`config.mk`:
```
export PLATFORM = sky130hd
export DESIGN_NAME = l2_cache
export DESIGN_NICKNAME = d
export VERILOG_FILES = /design/src/design/l2_cache_pkg.sv /design/src/design/l2_cache.sv /design/src/design/l2_cache_control.sv /design/src/design/l2_data_array.sv /design/src/design/l2_plru.sv /design/src/design/l2_way_meta.sv
export VERILOG_INCLUDE_DIRS = /design/src /design/src/design
export SDC_FILE = /design/constraint.sdc
export NUM_CORES = 2
export LEC_CHECK = 0
export ABC_CLOCK_PERIOD_IN_PS = 8240
export BUFFER_PORTS_ARGS = -buffer_cell sky130_fd_sc_hd__buf_2
export CORE_MARGIN = 10
export CORE_UTILIZATION = 63
export DETAILED_ROUTE_END_ITERATION = 10
export GPL_ROUTABILITY_DRIVEN = 0
export PLACE_DENSITY = 0.8
export SLEW_MARGIN = 15
export SYNTH_ARGS = -nofsm -noshare
export SYNTH_HDL_FRONTEND = slang
export SYNTH_SLANG_ARGS = --single-unit
```
`constraint.sdc`:
```
create_clock -name clk -period 8.24 [get_ports clk]
set_input_delay 0.412 -clock clk [delete_from_list [all_inputs] [get_ports clk]]
set_output_delay 0.412 -clock clk [all_outputs]
set_load 0.1 [all_outputs]
```
`src/design/l2_cache_params.svh`:
```
`ifndef L2_CACHE_PARAMS_SVH
`define L2_CACHE_PARAMS_SVH

// Cache geometry with 4 ways fixed by the PLRU tree
`define L2_SETS 8
`define L2_INDEX_BITS 3
`define L2_TAG_BITS 8
`define L2_LINE_BITS 64

// Line address is tag above index
`define L2_ADDR_BITS (`L2_TAG_BITS + `L2_INDEX_BITS)

`endif

```
`src/design/l2_cache_pkg.sv`:
```
`include "l2_cache_params.svh"

package l2_cache_pkg;

	typedef logic [`L2_ADDR_BITS-1:0] l2_addr_t;
	typedef logic [`L2_INDEX_BITS-1:0] l2_index_t;
	typedef logic [`L2_TAG_BITS-1:0] l2_tag_t;
	typedef logic [`L2_LINE_BITS-1:0] l2_line_t;

	typedef logic [1:0] way_t;
	typedef logic [3:0] way_mask_t; // One bit per way
	typedef logic [2:0] plru_t; // [2] half, [1] in 0/1, [0] in 2/3

	typedef struct packed {
		logic read;
		logic write;
		l2_addr_t addr;
		l2_line_t wdata;
	} l2_req_t;

	typedef struct packed {
		way_mask_t ld_way; // Data array write
		way_mask_t ld_tag;
		way_mask_t ld_valid;
		way_mask_t ld_dirty;
		logic dirty_in;
		logic ld_lru;
		logic fill_sel; // Data from memory
		logic wb_sel; // Victim tag as memory address
	} l2_ctrl_t;

	typedef enum logic [1:0] {st_idle, st_read, st_write_mem, st_resp} l2_state_e;

endpackage : l2_cache_pkg

```
`src/design/l2_cache.sv`:
```
`include "l2_cache_params.svh"

module l2_cache (
	input logic clk,
	input logic rst,
	input l2_cache_pkg::l2_req_t req,
	output l2_cache_pkg::l2_line_t mem_rdata,
	output logic mem_resp,
	output logic pmem_read,
	output logic pmem_write,
	output l2_cache_pkg::l2_addr_t pmem_address,
	output l2_cache_pkg::l2_line_t pmem_wdata,
	input l2_cache_pkg::l2_line_t pmem_rdata,
	input logic pmem_resp
);
	import l2_cache_pkg::*;

	l2_tag_t req_tag;
	l2_index_t req_index;
	l2_ctrl_t ctrl;
	logic hit;
	way_t hit_way;
	way_t victim;
	way_t rd_way;
	way_mask_t dirty;
	l2_tag_t way_tags [4];
	l2_line_t array_wdata;
	l2_line_t array_rdata;

	assign req_tag = req.addr[`L2_ADDR_BITS-1 -: `L2_TAG_BITS];
	assign req_index = req.addr[`L2_INDEX_BITS-1:0];

	assign array_wdata = ctrl.fill_sel ? pmem_rdata : req.wdata;

	// Write-back goes to the victim's own line address
	assign pmem_address = ctrl.wb_sel ? {way_tags[victim], req_index} : req.addr;
	assign pmem_wdata = array_rdata;
	assign mem_rdata = array_rdata;

	l2_cache_control control_i (
		.clk(clk), .rst(rst),
		.read(req.read), .write(req.write),
		.hit(hit), .hit_way(hit_way), .victim(victim), .dirty(dirty),
		.pmem_resp(pmem_resp), .ctrl(ctrl), .rd_way(rd_way),
		.pmem_read(pmem_read), .pmem_write(pmem_write), .mem_resp(mem_resp)
	);

	l2_way_meta meta_i (
		.clk(clk), .rst(rst), .index(req_index), .tag(req_tag), .ctrl(ctrl),
		.hit(hit), .hit_way(hit_way), .dirty(dirty), .way_tags(way_tags)
	);

	l2_data_array data_i (
		.clk(clk), .rst(rst), .index(req_index), .ld_way(ctrl.ld_way),
		.wdata(array_wdata), .rd_way(rd_way), .rdata(array_rdata)
	);

	l2_plru plru_i (
		.clk(clk), .rst(rst), .index(req_index), .ld_lru(ctrl.ld_lru),
		.access_way(rd_way), .victim(victim)
	);

endmodule : l2_cache

```
`src/design/l2_cache_control.sv`:
```
module l2_cache_control (
	input logic clk,
	input logic rst,
	input logic read,
	input logic write,
	input logic hit,
	input l2_cache_pkg::way_t hit_way,
	input l2_cache_pkg::way_t victim,
	input l2_cache_pkg::way_mask_t dirty,
	input logic pmem_resp,
	output l2_cache_pkg::l2_ctrl_t ctrl,
	output l2_cache_pkg::way_t rd_way,
	output logic pmem_read,
	output logic pmem_write,
	output logic mem_resp
);
	import l2_cache_pkg::*;

	l2_state_e state;
	l2_state_e state_next;

	way_mask_t hit_mask;
	way_mask_t victim_mask;
	logic victim_dirty;

	assign hit_mask = way_mask_t'(4'b0001 << hit_way);
	assign victim_mask = way_mask_t'(4'b0001 << victim);
	assign victim_dirty = |(dirty & victim_mask);

	// Data array read port follows the way being served
	always_comb begin
		if (state == st_idle || state == st_resp)
			rd_way = hit_way;
		else
			rd_way = victim;
	end

	always_comb begin
		ctrl = '0;
		pmem_read = 1'b0;
		pmem_write = 1'b0;
		mem_resp = 1'b0;

		case (state)
			st_idle: begin
				if (write && hit) begin
					ctrl.ld_way = hit_mask;
					ctrl.ld_dirty = hit_mask;
					ctrl.dirty_in = 1'b1;
					ctrl.ld_lru = 1'b1;
				end
			end

			st_read: begin
				if (!victim_dirty) begin
					pmem_read = 1'b1;
					ctrl.fill_sel = 1'b1;
					if (pmem_resp) begin
						ctrl.ld_way = victim_mask; // Line fill
						ctrl.ld_tag = victim_mask;
						ctrl.ld_valid = victim_mask;
					end
				end
			end

			st_write_mem: begin
				pmem_write = 1'b1;
				ctrl.wb_sel = 1'b1;
				if (pmem_resp) begin
					ctrl.ld_dirty = victim_mask; // Victim now clean
					ctrl.dirty_in = 1'b0;
				end
			end

			st_resp: begin
				mem_resp = 1'b1;
				ctrl.ld_lru = 1'b1;
			end

			default: ;
		endcase
	end

	always_comb begin
		state_next = state;

		case (state)
			st_idle: begin
				if ((read || write) && !hit)
					state_next = st_read;
				else if ((read || write) && hit)
					state_next = st_resp;
			end

			st_read: begin
				if (victim_dirty)
					state_next = st_write_mem;
				else if (pmem_resp)
					state_next = read ? st_resp : st_idle; // Write retries as a hit
			end

			st_write_mem: begin
				if (pmem_resp)
					state_next = st_read;
			end

			st_resp: begin
				state_next = st_idle;
			end

			default: begin
				state_next = st_idle;
			end
		endcase
	end

	always_ff @(posedge clk) begin
		if (rst)
			state <= st_idle;
		else
			state <= state_next;
	end

endmodule : l2_cache_control

```
`src/design/l2_data_array.sv`:
```
`include "l2_cache_params.svh"

module l2_data_array (
	input logic clk,
	input logic rst,
	input l2_cache_pkg::l2_index_t index,
	input l2_cache_pkg::way_mask_t ld_way,
	input l2_cache_pkg::l2_line_t wdata,
	input l2_cache_pkg::way_t rd_way,
	output l2_cache_pkg::l2_line_t rdata
);
	import l2_cache_pkg::*;

	l2_line_t lines_q [4][`L2_SETS];

	// Combinational read of the selected way
	assign rdata = lines_q[rd_way][index];

	// Writes are held off while in reset
	always_ff @(posedge clk) begin
		if (!rst) begin
			for (int w = 0; w < 4; w++) begin
				if (ld_way[w])
					lines_q[w][index] <= wdata;
			end
		end
	end

endmodule : l2_data_array

```
`src/design/l2_plru.sv`:
```
`include "l2_cache_params.svh"

module l2_plru (
	input logic clk,
	input logic rst,
	input l2_cache_pkg::l2_index_t index,
	input logic ld_lru,
	input l2_cache_pkg::way_t access_way,
	output l2_cache_pkg::way_t victim
);
	import l2_cache_pkg::*;

	plru_t tree_q [`L2_SETS];
	plru_t cur;
	plru_t upd;

	assign cur = tree_q[index];

	// Follow the tree to the least recently used leaf
	always_comb begin
		if (cur[2])
			victim = {1'b1, cur[0]};
		else
			victim = {1'b0, cur[1]};
	end

	// Point the accessed way's path away from it
	always_comb begin
		upd = cur;
		upd[2] = ~access_way[1];
		if (access_way[1])
			upd[0] = ~access_way[0];
		else
			upd[1] = ~access_way[0];
	end

	always_ff @(posedge clk) begin
		if (rst) begin
			for (int s = 0; s < `L2_SETS; s++)
				tree_q[s] <= '0;
		end else if (ld_lru) begin
			tree_q[index] <= upd;
		end
	end

endmodule : l2_plru

```
`src/design/l2_way_meta.sv`:
```
`include "l2_cache_params.svh"

module l2_way_meta (
	input logic clk,
	input logic rst,
	input l2_cache_pkg::l2_index_t index,
	input l2_cache_pkg::l2_tag_t tag,
	input l2_cache_pkg::l2_ctrl_t ctrl,
	output logic hit,
	output l2_cache_pkg::way_t hit_way,
	output l2_cache_pkg::way_mask_t dirty,
	output l2_cache_pkg::l2_tag_t way_tags [4]
);
	import l2_cache_pkg::*;

	way_mask_t valid_q [`L2_SETS]; // Bit per way, word per set
	way_mask_t dirty_q [`L2_SETS];
	l2_tag_t tag_q [4][`L2_SETS];

	way_mask_t match;

	// Tag compare across the indexed set
	always_comb begin
		for (int w = 0; w < 4; w++) begin
			way_tags[w] = tag_q[w][index];
			match[w] = valid_q[index][w] && (tag_q[w][index] == tag);
		end
	end

	assign hit = |match;
	assign dirty = dirty_q[index];

	// Lowest matching way wins
	always_comb begin
		hit_way = '0;
		for (int w = 3; w >= 0; w--) begin
			if (match[w])
				hit_way = way_t'(w);
		end
	end

	always_ff @(posedge clk) begin
		if (rst) begin
			for (int s = 0; s < `L2_SETS; s++) begin
				valid_q[s] <= '0;
				dirty_q[s] <= '0;
			end
		end else begin
			for (int w = 0; w < 4; w++) begin
				if (ctrl.ld_valid[w])
					valid_q[index][w] <= 1'b1; // Only set on a fill
				if (ctrl.ld_dirty[w])
					dirty_q[index][w] <= ctrl.dirty_in;
			end
		end
	end

	always_ff @(posedge clk) begin
		for (int w = 0; w < 4; w++) begin
			if (ctrl.ld_tag[w])
				tag_q[w][index] <= tag;
		end
	end

endmodule : l2_way_meta

```
Word level (Yosys, flattened, before mapping)
Memories as Yosys holds them, arrays and structs flattened.
Index checks and enable logic that the tools add are counted.
Cells by class
  shift operators: 2
  mux-type cells: 110
  eq/ne operators: 10
  bitwise gates (word level): 5
  reduce and logical (&&, ||, !) cells: 18
  magnitude comparators: 3
Operators by type and width (number)
  512-bit 2-to-1 mux: 4
  64-bit 2-to-1 mux: 8
  64-bit binary-select mux with 3-bit select: 1
  64-bit demux with 3-bit select: 1
  8-bit binary-select mux with 3-bit select: 4
  8-bit 2-to-1 mux: 12
  1-bit 2-to-1 mux: 48
  8-bit equality test: 4
  8-bit demux with 3-bit select: 1
  12-bit 2-to-1 mux: 2
  2-bit 2-to-1 mux: 12
  4-bit 2-to-1 mux: 5
  8-bit binary-select mux with 2-bit select: 1
  4-bit OR reduction: 4
  3-bit 2-to-1 mux: 4
  11-bit 2-to-1 mux: 1
  5-bit one-hot mux with 2 select lines: 1
  1-bit logical AND: 8
  2-bit one-hot mux with 4 select lines: 1
  4-bit one-hot mux with 2 select lines: 1
  1-bit by 2-bit left shift with 4-bit output (first input constant): 2
  6-bit 2-to-1 mux: 1
  5-bit 2-to-1 mux: 1
  4-bit AND: 1
  other kinds (17): 20
Storage, ports and cells
  bits in registers: 2
  memories kept: 5
  RAM bits: 2392
  output and inout port bits: 142
  word-level logic and storage cells: 154
  input bits: 144
Memories
  data_i.lines_q: depth 4, width 512, read ports 1, clocked after Yosys merged registers in 0, wr ports 4, RTL line l2_data_array.sv:14  | l2_line_t lines_q [4][`L2_SETS];
  meta_i.tag_q: depth 4, width 64, read ports 4, clocked after Yosys merged registers in 0, wr ports 4, RTL line l2_way_meta.sv:18  | l2_tag_t tag_q [4][`L2_SETS];
  meta_i.dirty_q: depth 8, width 4, read ports 1, clocked after Yosys merged registers in 0, wr ports 8, RTL line l2_way_meta.sv:17  | way_mask_t dirty_q [`L2_SETS];
  meta_i.valid_q: depth 8, width 4, read ports 1, clocked after Yosys merged registers in 0, wr ports 8, RTL line l2_way_meta.sv:16  | way_mask_t valid_q [`L2_SETS];
  plru_i.tree_q: depth 8, width 3, read ports 1, clocked after Yosys merged registers in 0, wr ports 8, RTL line l2_plru.sv:13  | plru_t tree_q [`L2_SETS];

Depth between registers and ports, before layout
  depth after elaboration: 18
  gate-level depth with buffers: 19
  mapped depth without buffers: 10

Cells and area by module
A second synthesis with hierarchy kept.
Unflattened totals
  cells, all modules: 5266
  area, all modules: 94468.1 um^2
Modules (own cells, without submodules)
  l2_data_array: area each 77643.2 um^2, sequential area each 61499.0 um^2, cells each 4073, instances 1
  l2_way_meta: area each 13302.8 um^2, sequential area each 9288.9 um^2, cells each 863, instances 1
  l2_cache: area each 1853.0 um^2, sequential area each 0.0 um^2, cells each 175, instances 1
  l2_plru: area each 1186.1 um^2, sequential area each 720.7 um^2, cells each 92, instances 1
  l2_cache_control: area each 483.0 um^2, sequential area each 40.0 um^2, cells each 63, instances 1

Worst setup path after synthesis
No wires, ideal clock.
  path kind: input port to flip-flop
  from: input port req[64] in the netlist's numbering
  to: memory data_i.lines_q[3][0] in the netlist's numbering (enable)
  buffers on the path: 9
  arrival time: 6.056 ns
  required time: 7.754 ns
  library setup time: 0.486 ns
  slack: 1.698 ns
  stages: 14
  cell sequence: buf_2 buf_6 buf_2 buf_2 a221oi_1 o22ai_1 clkbuf_1 buf_2 clkbuf_1 buf_2 clkbuf_1 nand3_1 a211o_1 nor2_1
RTL lines
  start: declaration: RTL line l2_cache.sv:6  | input l2_cache_pkg::l2_req_t req,
  end: declaration: RTL line l2_data_array.sv:14

Final worst setup path
  from: input port req[65] in the netlist's numbering
  to: output port mem_rdata[0]
On the way
  cells in the longest elaborated chain, start to end: 15
  elaborated cells on any way between the ends: 33
  those cells by class: eq/ne (4); mux (21); bitwise (1); reduce/logical (4); memory (3)
RTL lines
  3-bit inverter with 4-bit output (implied by the code): RTL line l2_data_array.sv:17, l2_way_meta.sv:26
  8-bit binary-select mux with 3-bit select: RTL line l2_way_meta.sv:26  | match[w] = valid_q[index][w] && (tag_q[w][index] == tag);
  8-bit 2-to-1 mux (implied by the code) (2 in a row): RTL line l2_way_meta.sv:26
  8-bit equality test: RTL line l2_way_meta.sv:26
  1-bit logical AND: RTL line l2_way_meta.sv:26
  2-bit 2-to-1 mux (4 in a row): RTL line l2_way_meta.sv:37  | if (match[w])
  2-bit 2-to-1 mux: RTL line l2_cache_control.sv:32  | if (state == st_idle || state == st_resp)
  memory 4 x 512 bit
  64-bit binary-select mux with 3-bit select *: RTL line l2_data_array.sv:17  | assign rdata = lines_q[rd_way][index];
  64-bit 2-to-1 mux (implied by the code) * (2 in a row): RTL line l2_data_array.sv:17
  end: declaration: RTL line l2_cache.sv:7  | output l2_cache_pkg::l2_line_t mem_rdata,
Every way passes the cells marked *; elsewhere a longest branch is shown, timed or not. The select of a mux whose other input is x is not followed.

==> results.yml <==
outcome:
  status: "complete, no violations"
final_layout:
  layout_commonest_cell: "edfxtp_1"
  layout_common_cells: "2,360 x edfxtp_1, 1,086 x a31oi_1, 894 x nor2b_1"
  syn_to_final_growth_pct: 8.998
  fillers: 12233
  drive_above_1_share_pct: 16.19
  layout.nets: 9121
  regArea_um2: 71550
  multi_input_area_um2: 42310
routing:
  viasPerCell: 7.301
  drtIter0Drc: 13580
  dr.pass1.iters: 7
  ant_nets: 0
  avgRoutedWirePerCell_um: 30.77
  drc: 0
  num_vias: 85087
  wl_um: 358600
clocking:
  cts_buffer_depth: 3
  postCtsSetupBuffers: 0
  cts_tree: "built"
  cts_root_buffer: "clkbuf_16"
  cts_hold_buf: 2
  cts_resized: 0
  clk_pin_slew_worst_paths_ns: 0.06
  clk_latency_ns: 0.91
  cts-htree-levels: 4
  numCtsBuffers: 235
  numClockSinks: 2394
global_route:
  grt_max_degree: 345
  grt_overflow: 0
  grt_pass1_wl_um: 520200
  grt_pass1_vias: 81458
  grt_antenna_before_repair: 12
  grt_usage_pct: 33.60
floorplanning:
  dieArea_um2: 204700
  initial_utilization_pct: 63.48
  io_pins: 286
  die_h_um: 452.5
  die_w_um: 452.5
  row_count: 158
  core-area_um2: 185600
logic_synthesis:
  syn_inst: 9204
  async_reset_ff_share_pct: 0
  netlist_area_um2: 117800
  ys_seq_area_share_pct: 60.72
  ys.warnings.count: 0
  synth_edf_count: 2360
  postSynthAreaPerCell_um2: 12.80
  ys_seq_elements: 2394
  synth.distinct_cells: 76
  synthFlopType: "edfxtp_1"
  synth.net_count: 9353
critical_path:
  rr_startpoint: "plru_i.tree_q[2][0]"
  path_cells: "buf_4, buf_4, mux2_2, a221oi_1, o22a_4, nand2_1, nand3_1, inv_1, a21oi_4, nor2_4, buf_4, a2111oi_0, nand4_1, buf_2"
  rr_endpoint: "data_i.lines_q[3][278]"
  crit_top_cell: "buf_4"
  cp.arrival_ns: 7.01
  crit_type: "in -> out"
  required_ns: 7.83
  r2r_cells: 11
  start_kind: "input port"
  crit_path_max_fanout: 55
  cp_slowest_cell: "a2111oi_0"
  r2r_setup_slack_ns: 2.16
  crit_end: "mem_rdata[0]"
  worst_setup_path_end_kind: "output pin"
  crit_start: "req[65]"
  cpPeakStageDelay_ns: 0.82
placed_design:
  place_hpwl_um: 183800
  dp_worst_setup_slack_ns: 1.029
  io_buffers: 285
sta:
  drv_slew: 0
  slew_headroom_pct: 16.93
  fin_crit_sh_pct: 90.12
  rsz0062_at_grt: "no"
  finClkSkew_ns: 0.03795
  setup_viol: 0
  setup_tns_ns: 0
  max_clock_freq_ghz: 0.1347
  worstMarginPinSlew_ns: 1.246
  hold_violations: 0
  finalWorstSetupSlack_ns: 0.8140
  fin_crit_ns: 7.426
pwr:
  power_leakage_nw: 41.61
  ir_worst_vdd_mv: 0.5502
  power_density_nw_per_um2: 323.6
min_path:
  hp-class: "in -> reg"
flow_run:
  cap_violations: 0
[how the worst min path moves through the flow]
stage	startpoint	endpoint	slack (ns)	cells after the start
finish	req[70]	meta_i.tag_q[3][11]	0.16	1
CTS	req[74]	meta_i.tag_q[1][23]	0.10	1
global route	req[73]	meta_i.tag_q[1][62]	0.16	1
global placement	meta_i.valid_q[3][3]	meta_i.valid_q[3][3]	0.44	2
detailed placement	meta_i.valid_q[7][0]	meta_i.valid_q[7][0]	0.46	2
floorplan	meta_i.valid_q[0][0]	meta_i.valid_q[0][0]	0.43	2
[final cells by class]
class,instances,area share [%]
Inverter,16,0.04871
Clock inverter,147,0.8796
Sequential cell,2394,55.70
Timing Repair Buffer,516,3.200
Multi-Input combinational cell,5809,32.94
Tap cell,2480,2.416
Clock buffer,289,4.802
Antenna cell,3,0.005845
[registers in the layout, indices dropped and copies added (netlist names)]
register         flops
data_i.lines_q    2048
meta_i.tag_q       256
meta_i.dirty_q      32
meta_i.valid_q      32
plru_i.tree_q       24
control_i.state      2
[power by group]
part	internal (mW)	total (mW)	leakage [nW]	switching [mW]
combinational	4.51	16.9	16.5	12.4
sequential	14.3	14.3	21.6	0.0192
clock	5.73	10.4	3.57	4.65
total	24.5	41.6	41.6	17.1
[layer usage]
metal / GRT usage (%) / vias to the layer above / wire (um)
met1: 43.65 / 41773 / 123800
met3: 7.184 / 1385 / 47300
met5: 0 / - / 27
met2: 52.82 / 6153 / 164900
li1: - / 35772 / -
met4: 18.59 / 4 / 22570
[synthesized netlist by cell type, types with 31 or more instances]
cell | count | area [um^2]
or3b_2 | 323 | 2829
a21oi_1 | 51 | 255.2
edfxtp_1 | 2360 | 70870
and3_1 | 771 | 4823
buf_2 | 95 | 475.5
a31oi_1 | 1086 | 6794
nor2b_1 | 894 | 5593
clkbuf_1 | 745 | 2796
mux2_2 | 240 | 2703
mux2_1 | 31 | 349.1
nor3_1 | 40 | 200.2
mux2i_1 | 535 | 5355
a211oi_1 | 453 | 3401
buf_4 | 129 | 968.4
dfxtp_1 | 34 | 680.7
nand4_1 | 72 | 450.4
a2111oi_0 | 254 | 2225
nand3b_1 | 325 | 2440
nor2_1 | 165 | 619.3
nand2_1 | 245 | 919.6
[metrics by stage]
| step | hold WS [ns] | area (um^2) | power [mW] | util [%] | std cells |
|---|---|---|---|---|---|
| after detailed placement | 0.4554 | 121100 | 31.09 | 65.23 | 11212 |
| after CTS | 0.1016 | 128400 | 41.27 | 69.17 | 11650 |
| after floorplan | 0.4293 | 117800 | 28.04 | - | 9204 |
| after global placement | 0.4426 | 121100 | 30.41 | 65.23 | 11212 |
| after global routing | 0.1603 | 128400 | 43.11 | 69.19 | 11652 |
| final | 0.1565 | 128400 | 41.57 | 69.19 | 11654 |
[cells by family after synthesis]
family	share of synthesized area, %
simple gates	15.74
flops	60.72
compound gates	11.96
buf+inv	3.739
mux	7.688
xor+xnor	0.09662
fa+ha+maj	0.05309
[critical path, delay by kind of cell]
| kind | cells | cell delay (ns) |
|---|---|---|
| AND/OR/NAND/NOR | 4 | 1.36 |
| AO/OA/AOI/OAI | 4 | 2.73 |
| multiplexers | 1 | 0.38 |
| buffers and inverters | 5 | 2.07 |
(Power assumes the default switching activity.)
